[config.mk]
export PLATFORM = sky130hd
export DESIGN_NAME = sam_asic_top
export DESIGN_NICKNAME = d
export VERILOG_FILES = /design/src/rtl/sam_pkg.sv /design/src/rtl/sam_asic_top.sv /design/src/rtl/midi_tx.sv /design/src/rtl/vox_dac.sv /design/src/rtl/mem_map.sv /design/src/rtl/port_regs.sv /design/src/rtl/tick_divider.sv
export SDC_FILE = /design/constraint.sdc
export NUM_CORES = 1
export LEC_CHECK = 0
export BUFFER_PORTS_ARGS = -buffer_cell sky130_fd_sc_hd__buf_2
export CORE_ASPECT_RATIO = 0.7
export CORE_MARGIN = 1
export CORE_UTILIZATION = 55
export CTS_CLUSTER_DIAMETER = 200
export CTS_CLUSTER_SIZE = 16
export DETAILED_ROUTE_END_ITERATION = 6
export PLACE_DENSITY = 0.83
export SKIP_CTS_REPAIR_TIMING = 1
export SYNTH_ARGS = -nofsm -noshare
export SYNTH_HDL_FRONTEND = slang
export SYNTH_HIERARCHICAL = 1
export SYNTH_SLANG_ARGS = --single-unit
[constraint.sdc]
create_clock -name clk_sys -period 4.8 [get_ports clk_sys]
set_input_delay 0.48 -clock clk_sys [delete_from_list [all_inputs] [get_ports clk_sys]]
set_output_delay 0.48 -clock clk_sys [all_outputs]
set_load 0.05 [all_outputs]
[src/rtl/sam_pkg.sv]
/*
 * Shared definitions for the ASIC port block and memory mapper.
 * Port numbers, ROM and external RAM bases, register layouts and bus types.
 */

package sam_pkg;

	// Low address byte of each decoded I/O port
	localparam logic [7:0] PORT_STATUS = 8'd249;
	localparam logic [7:0] PORT_LMPR   = 8'd250;
	localparam logic [7:0] PORT_HMPR   = 8'd251;
	localparam logic [7:0] PORT_BORDER = 8'd254;
	localparam logic [7:0] PORT_MIDI   = 8'd253;
	localparam logic [7:0] PORT_LPTD   = 8'd232;
	localparam logic [7:0] PORT_LPTS   = 8'd233;
	localparam logic [7:0] PORT_EXT_C  = 8'd128;
	localparam logic [7:0] PORT_EXT_D  = 8'd129;

	// ROM sits at upper address 16, external RAM pages start above 64
	localparam logic [4:0] ROM_BANK = 5'd16;
	localparam logic [8:0] EXT_BASE = 9'd64;

	typedef struct packed {
		logic       wp;
		logic       rom1_on;
		logic       rom0_off;
		logic [4:0] page;
	} lmpr_t;

	typedef struct packed {
		logic       ext_ram;
		logic [1:0] mode3_hi;
		logic [4:0] page;
	} hmpr_t;

	typedef struct packed {
		logic [7:0] c;
		logic [7:0] d;
	} ext_pages_t;

	typedef struct packed {
		logic [15:0] addr;
		logic [7:0]  wdata;
		logic        io_we;
		logic        mem_wr;
	} cpu_bus_t;

	typedef struct packed {
		logic [24:0] addr;
		logic        rom_sel;
		logic        we;
	} mem_req_t;

endpackage
[src/rtl/sam_asic_top.sv]
/*
 * Top of the ASIC port and memory mapping block.
 * Takes the CPU bus and returns the memory request, port readback,
 * border, DAC and MIDI outputs.
 */

`timescale 1ns/1ns

module sam_asic_top #(
	parameter int TICK_DIV         = 96,
	parameter int MIDI_FRAME_TICKS = 320
) (
	input  logic              clk_sys,
	input  logic              reset,
	input  sam_pkg::cpu_bus_t bus,
	output sam_pkg::mem_req_t mem,
	output logic [7:0]        io_rdata,
	output logic [3:0]        border_color,
	output logic              ear,
	output logic [7:0]        vox_l,
	output logic [7:0]        vox_r,
	output logic              midi_out,
	output logic              int_midi
);

	sam_pkg::lmpr_t      lmpr;
	sam_pkg::hmpr_t      hmpr;
	sam_pkg::ext_pages_t ext;
	logic                midi_wr;
	logic                lptd_wr;
	logic                lpts_wr;
	logic                tick;

	// ========================================================================
	// Ports and paging
	// ========================================================================

	port_regs port_regs_i (
		.clk_sys      (clk_sys),
		.reset        (reset),
		.bus          (bus),
		.int_midi     (int_midi),
		.lmpr         (lmpr),
		.hmpr         (hmpr),
		.ext          (ext),
		.border_color (border_color),
		.ear          (ear),
		.midi_wr      (midi_wr),
		.lptd_wr      (lptd_wr),
		.lpts_wr      (lpts_wr),
		.io_rdata     (io_rdata)
	);

	mem_map mem_map_i (
		.bus  (bus),
		.lmpr (lmpr),
		.hmpr (hmpr),
		.ext  (ext),
		.mem  (mem)
	);

	// ========================================================================
	// Audio and MIDI
	// ========================================================================

	vox_dac vox_dac_i (
		.clk_sys (clk_sys),
		.reset   (reset),
		.bus     (bus),
		.lptd_wr (lptd_wr),
		.lpts_wr (lpts_wr),
		.vox_l   (vox_l),
		.vox_r   (vox_r)
	);

	tick_divider #(.DIV(TICK_DIV)) tick_divider_i (
		.clk_sys (clk_sys),
		.reset   (reset),
		.tick    (tick)
	);

	midi_tx #(.FRAME_TICKS(MIDI_FRAME_TICKS)) midi_tx_i (
		.clk_sys  (clk_sys),
		.reset    (reset),
		.tick     (tick),
		.midi_wr  (midi_wr),
		.midi_out (midi_out),
		.int_midi (int_midi)
	);

endmodule

[src/rtl/midi_tx.sv]
/*
 * MIDI transmit frame timer.
 * A port write arms it, the next idle tick starts a frame of FRAME_TICKS
 * ticks, and the interrupt is raised for the final 15 ticks.
 */

`timescale 1ns/1ns

module midi_tx #(
	parameter int FRAME_TICKS = 320
) (
	input  logic clk_sys,
	input  logic reset,
	input  logic tick,
	input  logic midi_wr,
	output logic midi_out,
	output logic int_midi
);

	localparam int CW = $clog2(FRAME_TICKS);

	typedef enum logic {
		IDLE,
		SENDING
	} state_t;

	state_t        state;
	logic          pending;
	logic [CW-1:0] remain;

	always_ff @(posedge clk_sys) begin
		if (reset) begin
			state    <= IDLE;
			pending  <= 1'b0;
			remain   <= '0;
			midi_out <= 1'b0;
			int_midi <= 1'b0;
		end else begin
			if (tick) begin
				case (state)
					IDLE: begin
						if (pending) begin
							state    <= SENDING;
							pending  <= 1'b0;
							remain   <= CW'(FRAME_TICKS - 1);
							midi_out <= 1'b1;
						end
					end
					SENDING: begin
						if (remain == '0) begin
							state    <= IDLE;
							midi_out <= 1'b0;
							int_midi <= 1'b0;
						end else begin
							remain <= remain - 1'b1;
							// 15 ticks left including this one
							if (remain == CW'(15))
								int_midi <= 1'b1;
						end
					end
					default: state <= IDLE;
				endcase
			end
			// A write arriving mid-frame waits for the next one
			if (midi_wr)
				pending <= 1'b1;
		end
	end

endmodule

[src/rtl/vox_dac.sv]
/*
 * Parallel-port DAC pair driven through the LPT data and strobe ports.
 * A strobe rise loads the left channel, a strobe fall loads the right.
 */

`timescale 1ns/1ns

module vox_dac (
	input  logic              clk_sys,
	input  logic              reset,
	input  sam_pkg::cpu_bus_t bus,
	input  logic              lptd_wr,
	input  logic              lpts_wr,
	output logic [7:0]        vox_l,
	output logic [7:0]        vox_r
);

	logic [7:0] data_latch;
	logic       stb_q;

	always_ff @(posedge clk_sys) begin
		if (lptd_wr)
			data_latch <= bus.wdata;
	end

	always_ff @(posedge clk_sys) begin
		if (reset) begin
			vox_l <= 8'd0;
			vox_r <= 8'd0;
			stb_q <= 1'b0;
		end else if (lpts_wr) begin
			// Compare against the last strobe level written
			if (~stb_q & bus.wdata[0])
				vox_l <= data_latch;
			if (stb_q & ~bus.wdata[0])
				vox_r <= data_latch;
			stb_q <= bus.wdata[0];
		end
	end

endmodule

[src/rtl/mem_map.sv]
/*
 * CPU address to 25-bit memory address translation.
 * Applies the LMPR/HMPR paging, the two ROM windows, external RAM
 * pages and write protect of the lowest section.
 */

`timescale 1ns/1ns

module mem_map (
	input  sam_pkg::cpu_bus_t   bus,
	input  sam_pkg::lmpr_t      lmpr,
	input  sam_pkg::hmpr_t      hmpr,
	input  sam_pkg::ext_pages_t ext,
	output sam_pkg::mem_req_t   mem
);

	logic [1:0]  section;
	logic [13:0] offset;
	logic        rom0_sel;
	logic        rom1_sel;
	logic        ext_sel;
	logic        wp_hit;
	logic [8:0]  ext_page;
	logic [4:0]  ram_page;

	assign section = bus.addr[15:14];
	assign offset  = bus.addr[13:0];

	assign rom0_sel = ~lmpr.rom0_off && (section == 2'd0);
	assign rom1_sel = lmpr.rom1_on && (section == 2'd3);
	assign ext_sel  = hmpr.ext_ram & bus.addr[15];
	assign wp_hit   = lmpr.wp && (section == 2'd0);

	// Section 2 takes ext C, section 3 ext D
	assign ext_page = sam_pkg::EXT_BASE + {1'b0, bus.addr[14] ? ext.d : ext.c};

	// Odd sections use the following page, wrapping inside 32
	assign ram_page = (bus.addr[15] ? hmpr.page : lmpr.page) + {4'd0, bus.addr[14]};

	always_comb begin
		if (rom0_sel || rom1_sel)
			mem.addr = {5'd0, sam_pkg::ROM_BANK, bus.addr[15], offset};
		else if (ext_sel)
			mem.addr = {2'd0, ext_page, offset};
		else
			mem.addr = {6'd0, ram_page, offset};
	end

	assign mem.rom_sel = rom0_sel | rom1_sel;
	assign mem.we      = bus.mem_wr & ~(rom0_sel | rom1_sel) & ~wp_hit;

endmodule

[src/rtl/port_regs.sv]
/*
 * ASIC port write decode and readback.
 * Holds the memory paging, border and external RAM page registers and
 * issues one-cycle strobes for the MIDI and parallel-port DAC writes.
 */

`timescale 1ns/1ns

module port_regs (
	input  logic                  clk_sys,
	input  logic                  reset,
	input  sam_pkg::cpu_bus_t     bus,
	input  logic                  int_midi,
	output sam_pkg::lmpr_t        lmpr,
	output sam_pkg::hmpr_t        hmpr,
	output sam_pkg::ext_pages_t   ext,
	output logic [3:0]            border_color,
	output logic                  ear,
	output logic                  midi_wr,
	output logic                  lptd_wr,
	output logic                  lpts_wr,
	output logic [7:0]            io_rdata
);

	logic [7:0] port_sel;
	logic       io_we_q;
	logic       we_edge;

	assign port_sel = bus.addr[7:0];

	// A held write level only counts once, on its rising edge
	assign we_edge = bus.io_we & ~io_we_q;

	// ========================================================================
	// Register writes
	// ========================================================================

	always_ff @(posedge clk_sys) begin
		if (reset) begin
			io_we_q      <= 1'b0;
			lmpr         <= '0;
			hmpr         <= '0;
			ext          <= '0;
			border_color <= 4'd0;
			ear          <= 1'b0;
		end else begin
			io_we_q <= bus.io_we;
			if (we_edge) begin
				case (port_sel)
					sam_pkg::PORT_LMPR: lmpr <= bus.wdata;
					sam_pkg::PORT_HMPR: hmpr <= bus.wdata;
					sam_pkg::PORT_EXT_C: ext.c <= bus.wdata;
					sam_pkg::PORT_EXT_D: ext.d <= bus.wdata;
					sam_pkg::PORT_BORDER: begin
						// Colour is bits 5 and 2..0, the speaker bit sits at 4
						border_color <= {bus.wdata[5], bus.wdata[2:0]};
						ear          <= bus.wdata[4];
					end
					default: ;
				endcase
			end
		end
	end

	// Strobes share the write edge so the data byte is still on the bus
	assign midi_wr = we_edge && (port_sel == sam_pkg::PORT_MIDI);
	assign lptd_wr = we_edge && (port_sel == sam_pkg::PORT_LPTD);
	assign lpts_wr = we_edge && (port_sel == sam_pkg::PORT_LPTS);

	// ========================================================================
	// Readback
	// ========================================================================

	always_comb begin
		case (port_sel)
			sam_pkg::PORT_LMPR:   io_rdata = lmpr;
			sam_pkg::PORT_HMPR:   io_rdata = hmpr;
			// Interrupt flags are active low, only MIDI is wired here
			sam_pkg::PORT_STATUS: io_rdata = {3'b111, ~int_midi, 4'b1111};
			default:              io_rdata = 8'hFF;
		endcase
	end

endmodule

[src/rtl/tick_divider.sv]
/*
 * Divides clk_sys down to a single-cycle tick, one every DIV cycles.
 * Used as the 1 MHz time base of the MIDI transmitter.
 */

`timescale 1ns/1ns

module tick_divider #(
	parameter int DIV = 96
) (
	input  logic clk_sys,
	input  logic reset,
	output logic tick
);

	localparam int CW = (DIV > 1) ? $clog2(DIV) : 1;

	logic [CW-1:0] cnt;

	// Free-running, wraps at DIV-1
	always_ff @(posedge clk_sys) begin
		if (reset || cnt == CW'(DIV - 1))
			cnt <= '0;
		else
			cnt <= cnt + 1'b1;
	end

	assign tick = (cnt == '0);

endmodule

==> results of run 1 <==
-- final timing paths --
| check | slack (ps) | startpoint | cells past startpoint | to |
|---|---|---|---|---|
| hold reg to reg | 460 | tick_divider_i/cnt[0]$_SDFF_PP0_ | 1 | tick_divider_i/cnt[0]$_SDFF_PP0_ |
| setup reg to reg | 2080 | tick_divider_i/cnt[0]$_SDFF_PP0_ | 8 | midi_tx_i/remain[3]$_SDFFE_PP0P_ |
| setup / recovery | 1920 | bus[25] | 9 | mem[20] |
| hold / removal | 330 | bus[9] | 1 | vox_dac_i/data_latch[7]$_DFFE_PP_ |
-- area by class of cell --
type / instances / area share
repair buffers: 73 / 0.07765
clock inverters: 5 / 0.01128
inverters: 11 / 0.008657
well taps: 98 / 0.02571
clock buffers: 10 / 0.02886
flip-flops and latches: 83 / 0.3652
multi-input cells: 304 / 0.4827
-- where the power goes --
part / switching (mW) / internal (mW)
clock: 0.238 / 0.250
combinational: 0.0722 / 0.0361
sequential: 0.00282 / 0.701
-- synthesized netlist by cell type, types with 6 or more instances --
cell and instances:
buf_4 19, nor3_1 11, mux2i_1 68, nor2_1 18
nand2_1 23, a21oi_1 8, nand4_1 6, nand2b_1 71
buf_2 7, a211oi_1 7, ha_1 8, and3_1 7
dfxtp_1 75, nand3_1 6, clkbuf_1 7, inv_1 11
edfxtp_1 8
-- flip-flops by register name (all words and copies together), names as in the netlist --
register                  cells
midi_tx_i/int_midi            1
midi_tx_i/midi_out            1
midi_tx_i/pending             1
midi_tx_i/remain              9
midi_tx_i/state               1
port_regs_i/border_color      4
port_regs_i/ear               1
port_regs_i/ext              16
port_regs_i/hmpr              8
port_regs_i/io_we_q           1
port_regs_i/lmpr              8
tick_divider_i/cnt            7
vox_dac_i/data_latch          8
vox_dac_i/stb_q               1
vox_dac_i/vox_l               8
vox_dac_i/vox_r               8
-- cell families after synthesis --
| family | share of synthesized area |
|---|---|
| mux | 0.1700 |
| flops | 0.4017 |
| simple gates | 0.2646 |
| xor+xnor | 0.01010 |
| fa+ha+maj | 0.02309 |
| compound gates | 0.06148 |
| other cells | 0.0008650 |
| buf+inv | 0.06811 |
-- critical path, stage by stage --
cell and delay [ps]:
buf_2 250, mux2_2 380, ha_1 250, ha_1 240
nand4b_1 140, a211o_1 140, nand2_1 50, nor3_1 170
buf_2 290
-- metal layers --
layer | up-vias | routed length [um]
met5 | - | 0
met4 | 0 | 97
met3 | 13 | 751
met2 | 114 | 4157
met1 | 1479 | 4297
li1 | 1597 | -
==> impl_metrics.csv, run 1 <==
group,metric,value,unit
status,status,"complete, no violations",
timing,drv_slew,0,
global_route,met3_usage,0.05389,
power,irDropWorstVdd,192.6,uV
drt,drc,0,
yosys,ys.flop_type,"dfxtp_1",
timing,fmaxAchievable,346.7,MHz
run,cap_violations,0,
power,finalPower,1.301,mW
power,powerDensity,272.7,nW/um^2
global_route,grt_first_pass_wirelength,15.27,mm
min_path,hold_class,"in -> reg",
cells_and_area,finish.utilization,0.6402,
cts,clock_path_buffers,2,
cts,insertion_delay,350,ps
cells_and_area,drive_gt1_frac,0.2325,
yosys,synthTopCellsByArea,"dfxtp_1 (35%), mux2i_1 (16%), nand2b_1 (10%), edfxtp_1 (5.5%), buf_4 (3.3%)",
timing,hold_viol,0,
die,die_height,76.28,um
timing,period_share,0.6008,
drt,ant_nets,0,
cts,htree_levels,3,
yosys,avgSynthCellArea,9.966,um^2
cells_and_area,multi_input_area,2302,um^2
cells_and_area,num-fill-cells,624,
die,die_w,108.1,um
global_route,overflow,0,
timing,tightest_slew,742.3,ps
yosys,yosysWarnings,6,
cts,cts_sinks,83,
setup_path,crit_arrival,2400,ps
global_route,grt_pass1_vias,3148,
global_route,antenna_found_initial,0,
power,p_leak,2.188,nW
cells_and_area,syn_to_final_growth,10.01,%
timing,fin_tns_setup,0,ps
die,num_io_pins,86,
setup_path,cp-end-kind,"output pin",
global_route,groute.usage.overall,0.2401,
setup_path,crit_required,4320,ps
cts,cts.clk_slew.worst_paths,80,ps
setup_path,critPathMaxFanout,14,
die,start_util,0.5820,
yosys,async_flop_share,0,
die,coreArea,7450,um^2
yosys,yosysTopAreaCellShare,0.3463,
drt,drt-total-wl,9.303,mm
die,dieArea,8247,um^2
timing,rsz0062_at_grt,"no",
drt,vias_per_cell,5.485,
placed_design,port_buffers,71,
yosys,synth_edf_count,8,
yosys,synth_cells,435,
cells_and_area,instances_no_fill,584,
cells_and_area,num_antenna_cells,0,
timing,fin_skew,7.443,ps
global_route,grt.met2_usage,0.3713,
cells_and_area,design_area,4770,um^2
cells_and_area,nets,518,
yosys,synth_top_area_cell,"dfxtp_1",
cells_and_area,seq_area,1742,um^2
timing,maxSlewHeadroom,0.5013,
yosys,ys_seq_area_frac,0.4017,
placed_design,pre_cts_slack,1944,ps
timing,finalSetupViolations,0,
drt,wl_per_cell,15.93,um
timing,timing.hold.ws,329.5,ps
timing,fin_ws,1916,ps
drt,first_pass_iters,4,
die,fp-row-count,26,
drt,first_iter_violations,234,
yosys,post_synth_num_cell_types,64,
global_route,grt_max_degree,57,
yosys,yosys_register_bits,83,
setup_path,cp-start-kind,"input port",
cts,cts_tree,"yes",
placed_design,gp_congestion,0.8765,
placed_design,dp_cells,569,
cells_and_area,layout_commonest_cell,"dfxtp_1",
global_route,grt-busiest-layer,"met2",
yosys,synth.cell_area,4335,um^2
drt,vias,3203,
placed_design,place_area,4578,um^2
cts,cts_buffers,9,
global_route,met1_usage,0.3265,
timing,timing.final.crit_period,2884,ps
placed_design,dp.final_hpwl,6.879,mm
cts,cts-root-buf,"clkbuf_8",
setup_path,path_class,"in -> out",
cells_and_area,mostFrequentLayoutCells,"dfxtp_1 (75), buf_2 (71), nand2b_1 (71), mux2i_1 (68), nand2_1 (23)",
Power figures use the tool's default switching activity.
==> run 2, diff against run 1 <==
- CORE_UTILIZATION: 55 -> 50
- PLACE_DENSITY: 0.83 -> 0.79
- clock period: 4.8 -> 2.6 ns (I/O delays scaled with it)
==> run 2 against run 1 <==
Against the previous run: critical path type is now reg -> out; die area up 9.8%; largest cell class unchanged; first-iteration DRC count down 26%; sequential cell count unchanged; global-route usage down 1.2 points.
==> impl_metrics.csv, run 2 (synthesis results as in run 1) <==
group,metric,value,unit
die,num_io_pins,86,
cts,cts_buffers,9,
cts,insertion_delay,340,ps
timing,fin_tns_setup,0,ps
die,start_util,0.5135,
drt,first_iter_violations,172,
drt,drt-total-wl,9.770,mm
timing,rsz0062_at_grt,"no",
min_path,hold_class,"in -> reg",
cells_and_area,syn_to_final_growth,14.60,%
setup_path,crit_arrival,2180,ps
timing,finalSetupViolations,0,
cts,cts_tree,"yes",
cells_and_area,num-fill-cells,734,
global_route,grt_max_degree,45,
cells_and_area,regMostFlops,"port_regs_i/ext",
die,die_w,113.3,um
setup_path,cpPeakStageDelay,330,ps
cells_and_area,largestRegisters,"port_regs_i/ext x16, midi_tx_i/remain x9",
global_route,grt_pass1_vias,3147,
die,coreArea,8443,um^2
setup_path,reg2reg_from,"tick_divider_i/cnt[0]$_SDFF_PP0_",
setup_path,cpMostUsedCell,"ha_1",
die,dieArea,9053,um^2
cells_and_area,num_antenna_cells,0,
cts,clock_path_buffers,2,
timing,drv_slew,0,
drt,vias,3299,
global_route,antenna_found_initial,0,
power,p_leak,2.260,nW
global_route,overflow,0,
power,irDropWorstVdd,354.1,uV
setup_path,cp-startpoint,"port_regs_i/hmpr[0]$_SDFFE_PP0P_",
power,clockPowerShare,0.463,
cells_and_area,finish.utilization,0.5885,
cells_and_area,mostFrequentLayoutCells,"dfxtp_1 (75), buf_2 (71), nand2b_1 (71), mux2i_1 (68), nand2_1 (23)",
power,p_switching,656.0,uW
timing,period_share,0.9400,
status,status,"complete, no violations",
setup_path,cpMaxStageDelayCell,"dfxtp_1",
timing,hold_viol,0,
cts,cts.clk_slew.worst_paths,60,ps
power,powerDensity,566.4,nW/um^2
global_route,groute.usage.overall,0.2277,
power,comb_power_share,0.074,
placed_design,gp_congestion,0.8416,
setup_path,critPathMaxFanout,3,
timing,fmaxAchievable,409.2,MHz
timing,maxSlewHeadroom,0.5412,
drt,drc,0,
cells_and_area,layout_commonest_cell,"dfxtp_1",
drt,ant_nets,0,
power,intPower,2.158,mW
setup_path,crit_chain,"mux2_2, ha_1, ha_1, nand4b_1, a211o_1, nand2_1, nor3_2, buf_2",
setup_path,cp-end-kind,"output pin",
timing,timing.final.crit_period,2444,ps
cts,htree_levels,3,
setup_path,cp-start-kind,"flip-flop",
power,finalPower,2.814,mW
min_path,worstHoldStart,"bus[8]",
drt,wl_per_cell,15.99,um
cts,cts_sinks,83,
drt,first_pass_iters,4,
power,pwr-share-seq,0.463,
placed_design,dp.final_hpwl,7.118,mm
cells_and_area,largest_reg_flops,16,
run,cap_violations,0,
setup_path,path_class,"reg -> out",
die,die_height,79.91,um
drt,vias_per_cell,5.399,
cells_and_area,drive_gt1_frac,0.2464,
timing,fin_skew,5.767,ps
power,switching_share,0.2331,
cts,cts-root-buf,"clkbuf_16",
setup_path,crit_required,2340,ps
placed_design,port_buffers,71,
die,fp-row-count,28,
timing,tightest_slew,684.6,ps
global_route,grt_first_pass_wirelength,15.70,mm
cells_and_area,nets,522,
## run 2: changes by cell type in the layout (fill, tap and decap cells not counted), sizes merged
cell      before  now
bufinv         1    0
clkbuf        10   12
clkinv         4    2
clkinvlp       0    2
buf           73   77
## run 2: per-layer routing
| layer | GRT usage | wire length, um |
|---|---|---|
| met1 | 0.2982 | 4708 |
| met2 | 0.3515 | 4260 |
| met3 | 0.08049 | 627 |
| met4 | 0.06974 | 174 |
| met5 | 0 | 0 |
## run 2: cell type report
| type | count | area, um^2 | area share |
|---|---|---|---|
| inverters | 11 | 41.29 | 0.008310 |
| repair buffers | 77 | 400.4 | 0.08058 |
| multi-input cells | 304 | 2317 | 0.4664 |
| flip-flops and latches | 83 | 1742 | 0.3505 |
| clock inverters | 4 | 28.78 | 0.005792 |
| well taps | 120 | 150.1 | 0.03022 |
| clock buffers | 12 | 289.0 | 0.05817 |
## run 2: worst paths after layout
| path | end | slack [ps] | depth (start not counted) |
|---|---|---|---|
| setup / recovery | mem[20] | 160 | 8 |
| hold / removal | vox_dac_i/data_latch[6]$_DFFE_PP_ | 110 | 1 |
| setup reg to reg | midi_tx_i/remain[3]$_SDFFE_PP0P_ | 230 | 9 |
| hold reg to reg | tick_divider_i/cnt[0]$_SDFF_PP0_ | 460 | 1 |
## run 2: per-stage QoR
step	area (um^2)	hold slack (ps)	setup slack, ps	instances
after detailed placement	4651	456.1	324.2	595
after floorplan	4354	322.4	238.8	436
after global placement	4651	445.0	462.7	595
after global routing	4969	105.6	66.18	611
after CTS	4969	102.1	161.0	611
final	4969	113.2	156.1	611
## run 2: worst max-delay path: cells and delay by family (launching register included)
kind                     cells  cell delay, ps
AND/OR/NAND/NOR              3             340
adder cells (fa/ha/maj)      2             490
AO/OA/AOI/OAI                1             130
multiplexers                 1             280
flip-flops                   1             330
buffers and inverters        1             280
## run 2: power by group through the flow
stage / combinational [mW] / sequential (mW) / clock, mW
floorplan: 0.176 / 1.33 / 0
global placement: 0.203 / 1.33 / 0
detailed placement: 0.207 / 1.33 / 0
CTS: 0.207 / 1.30 / 1.33
global route: 0.224 / 1.30 / 1.37
finish: 0.209 / 1.30 / 1.30
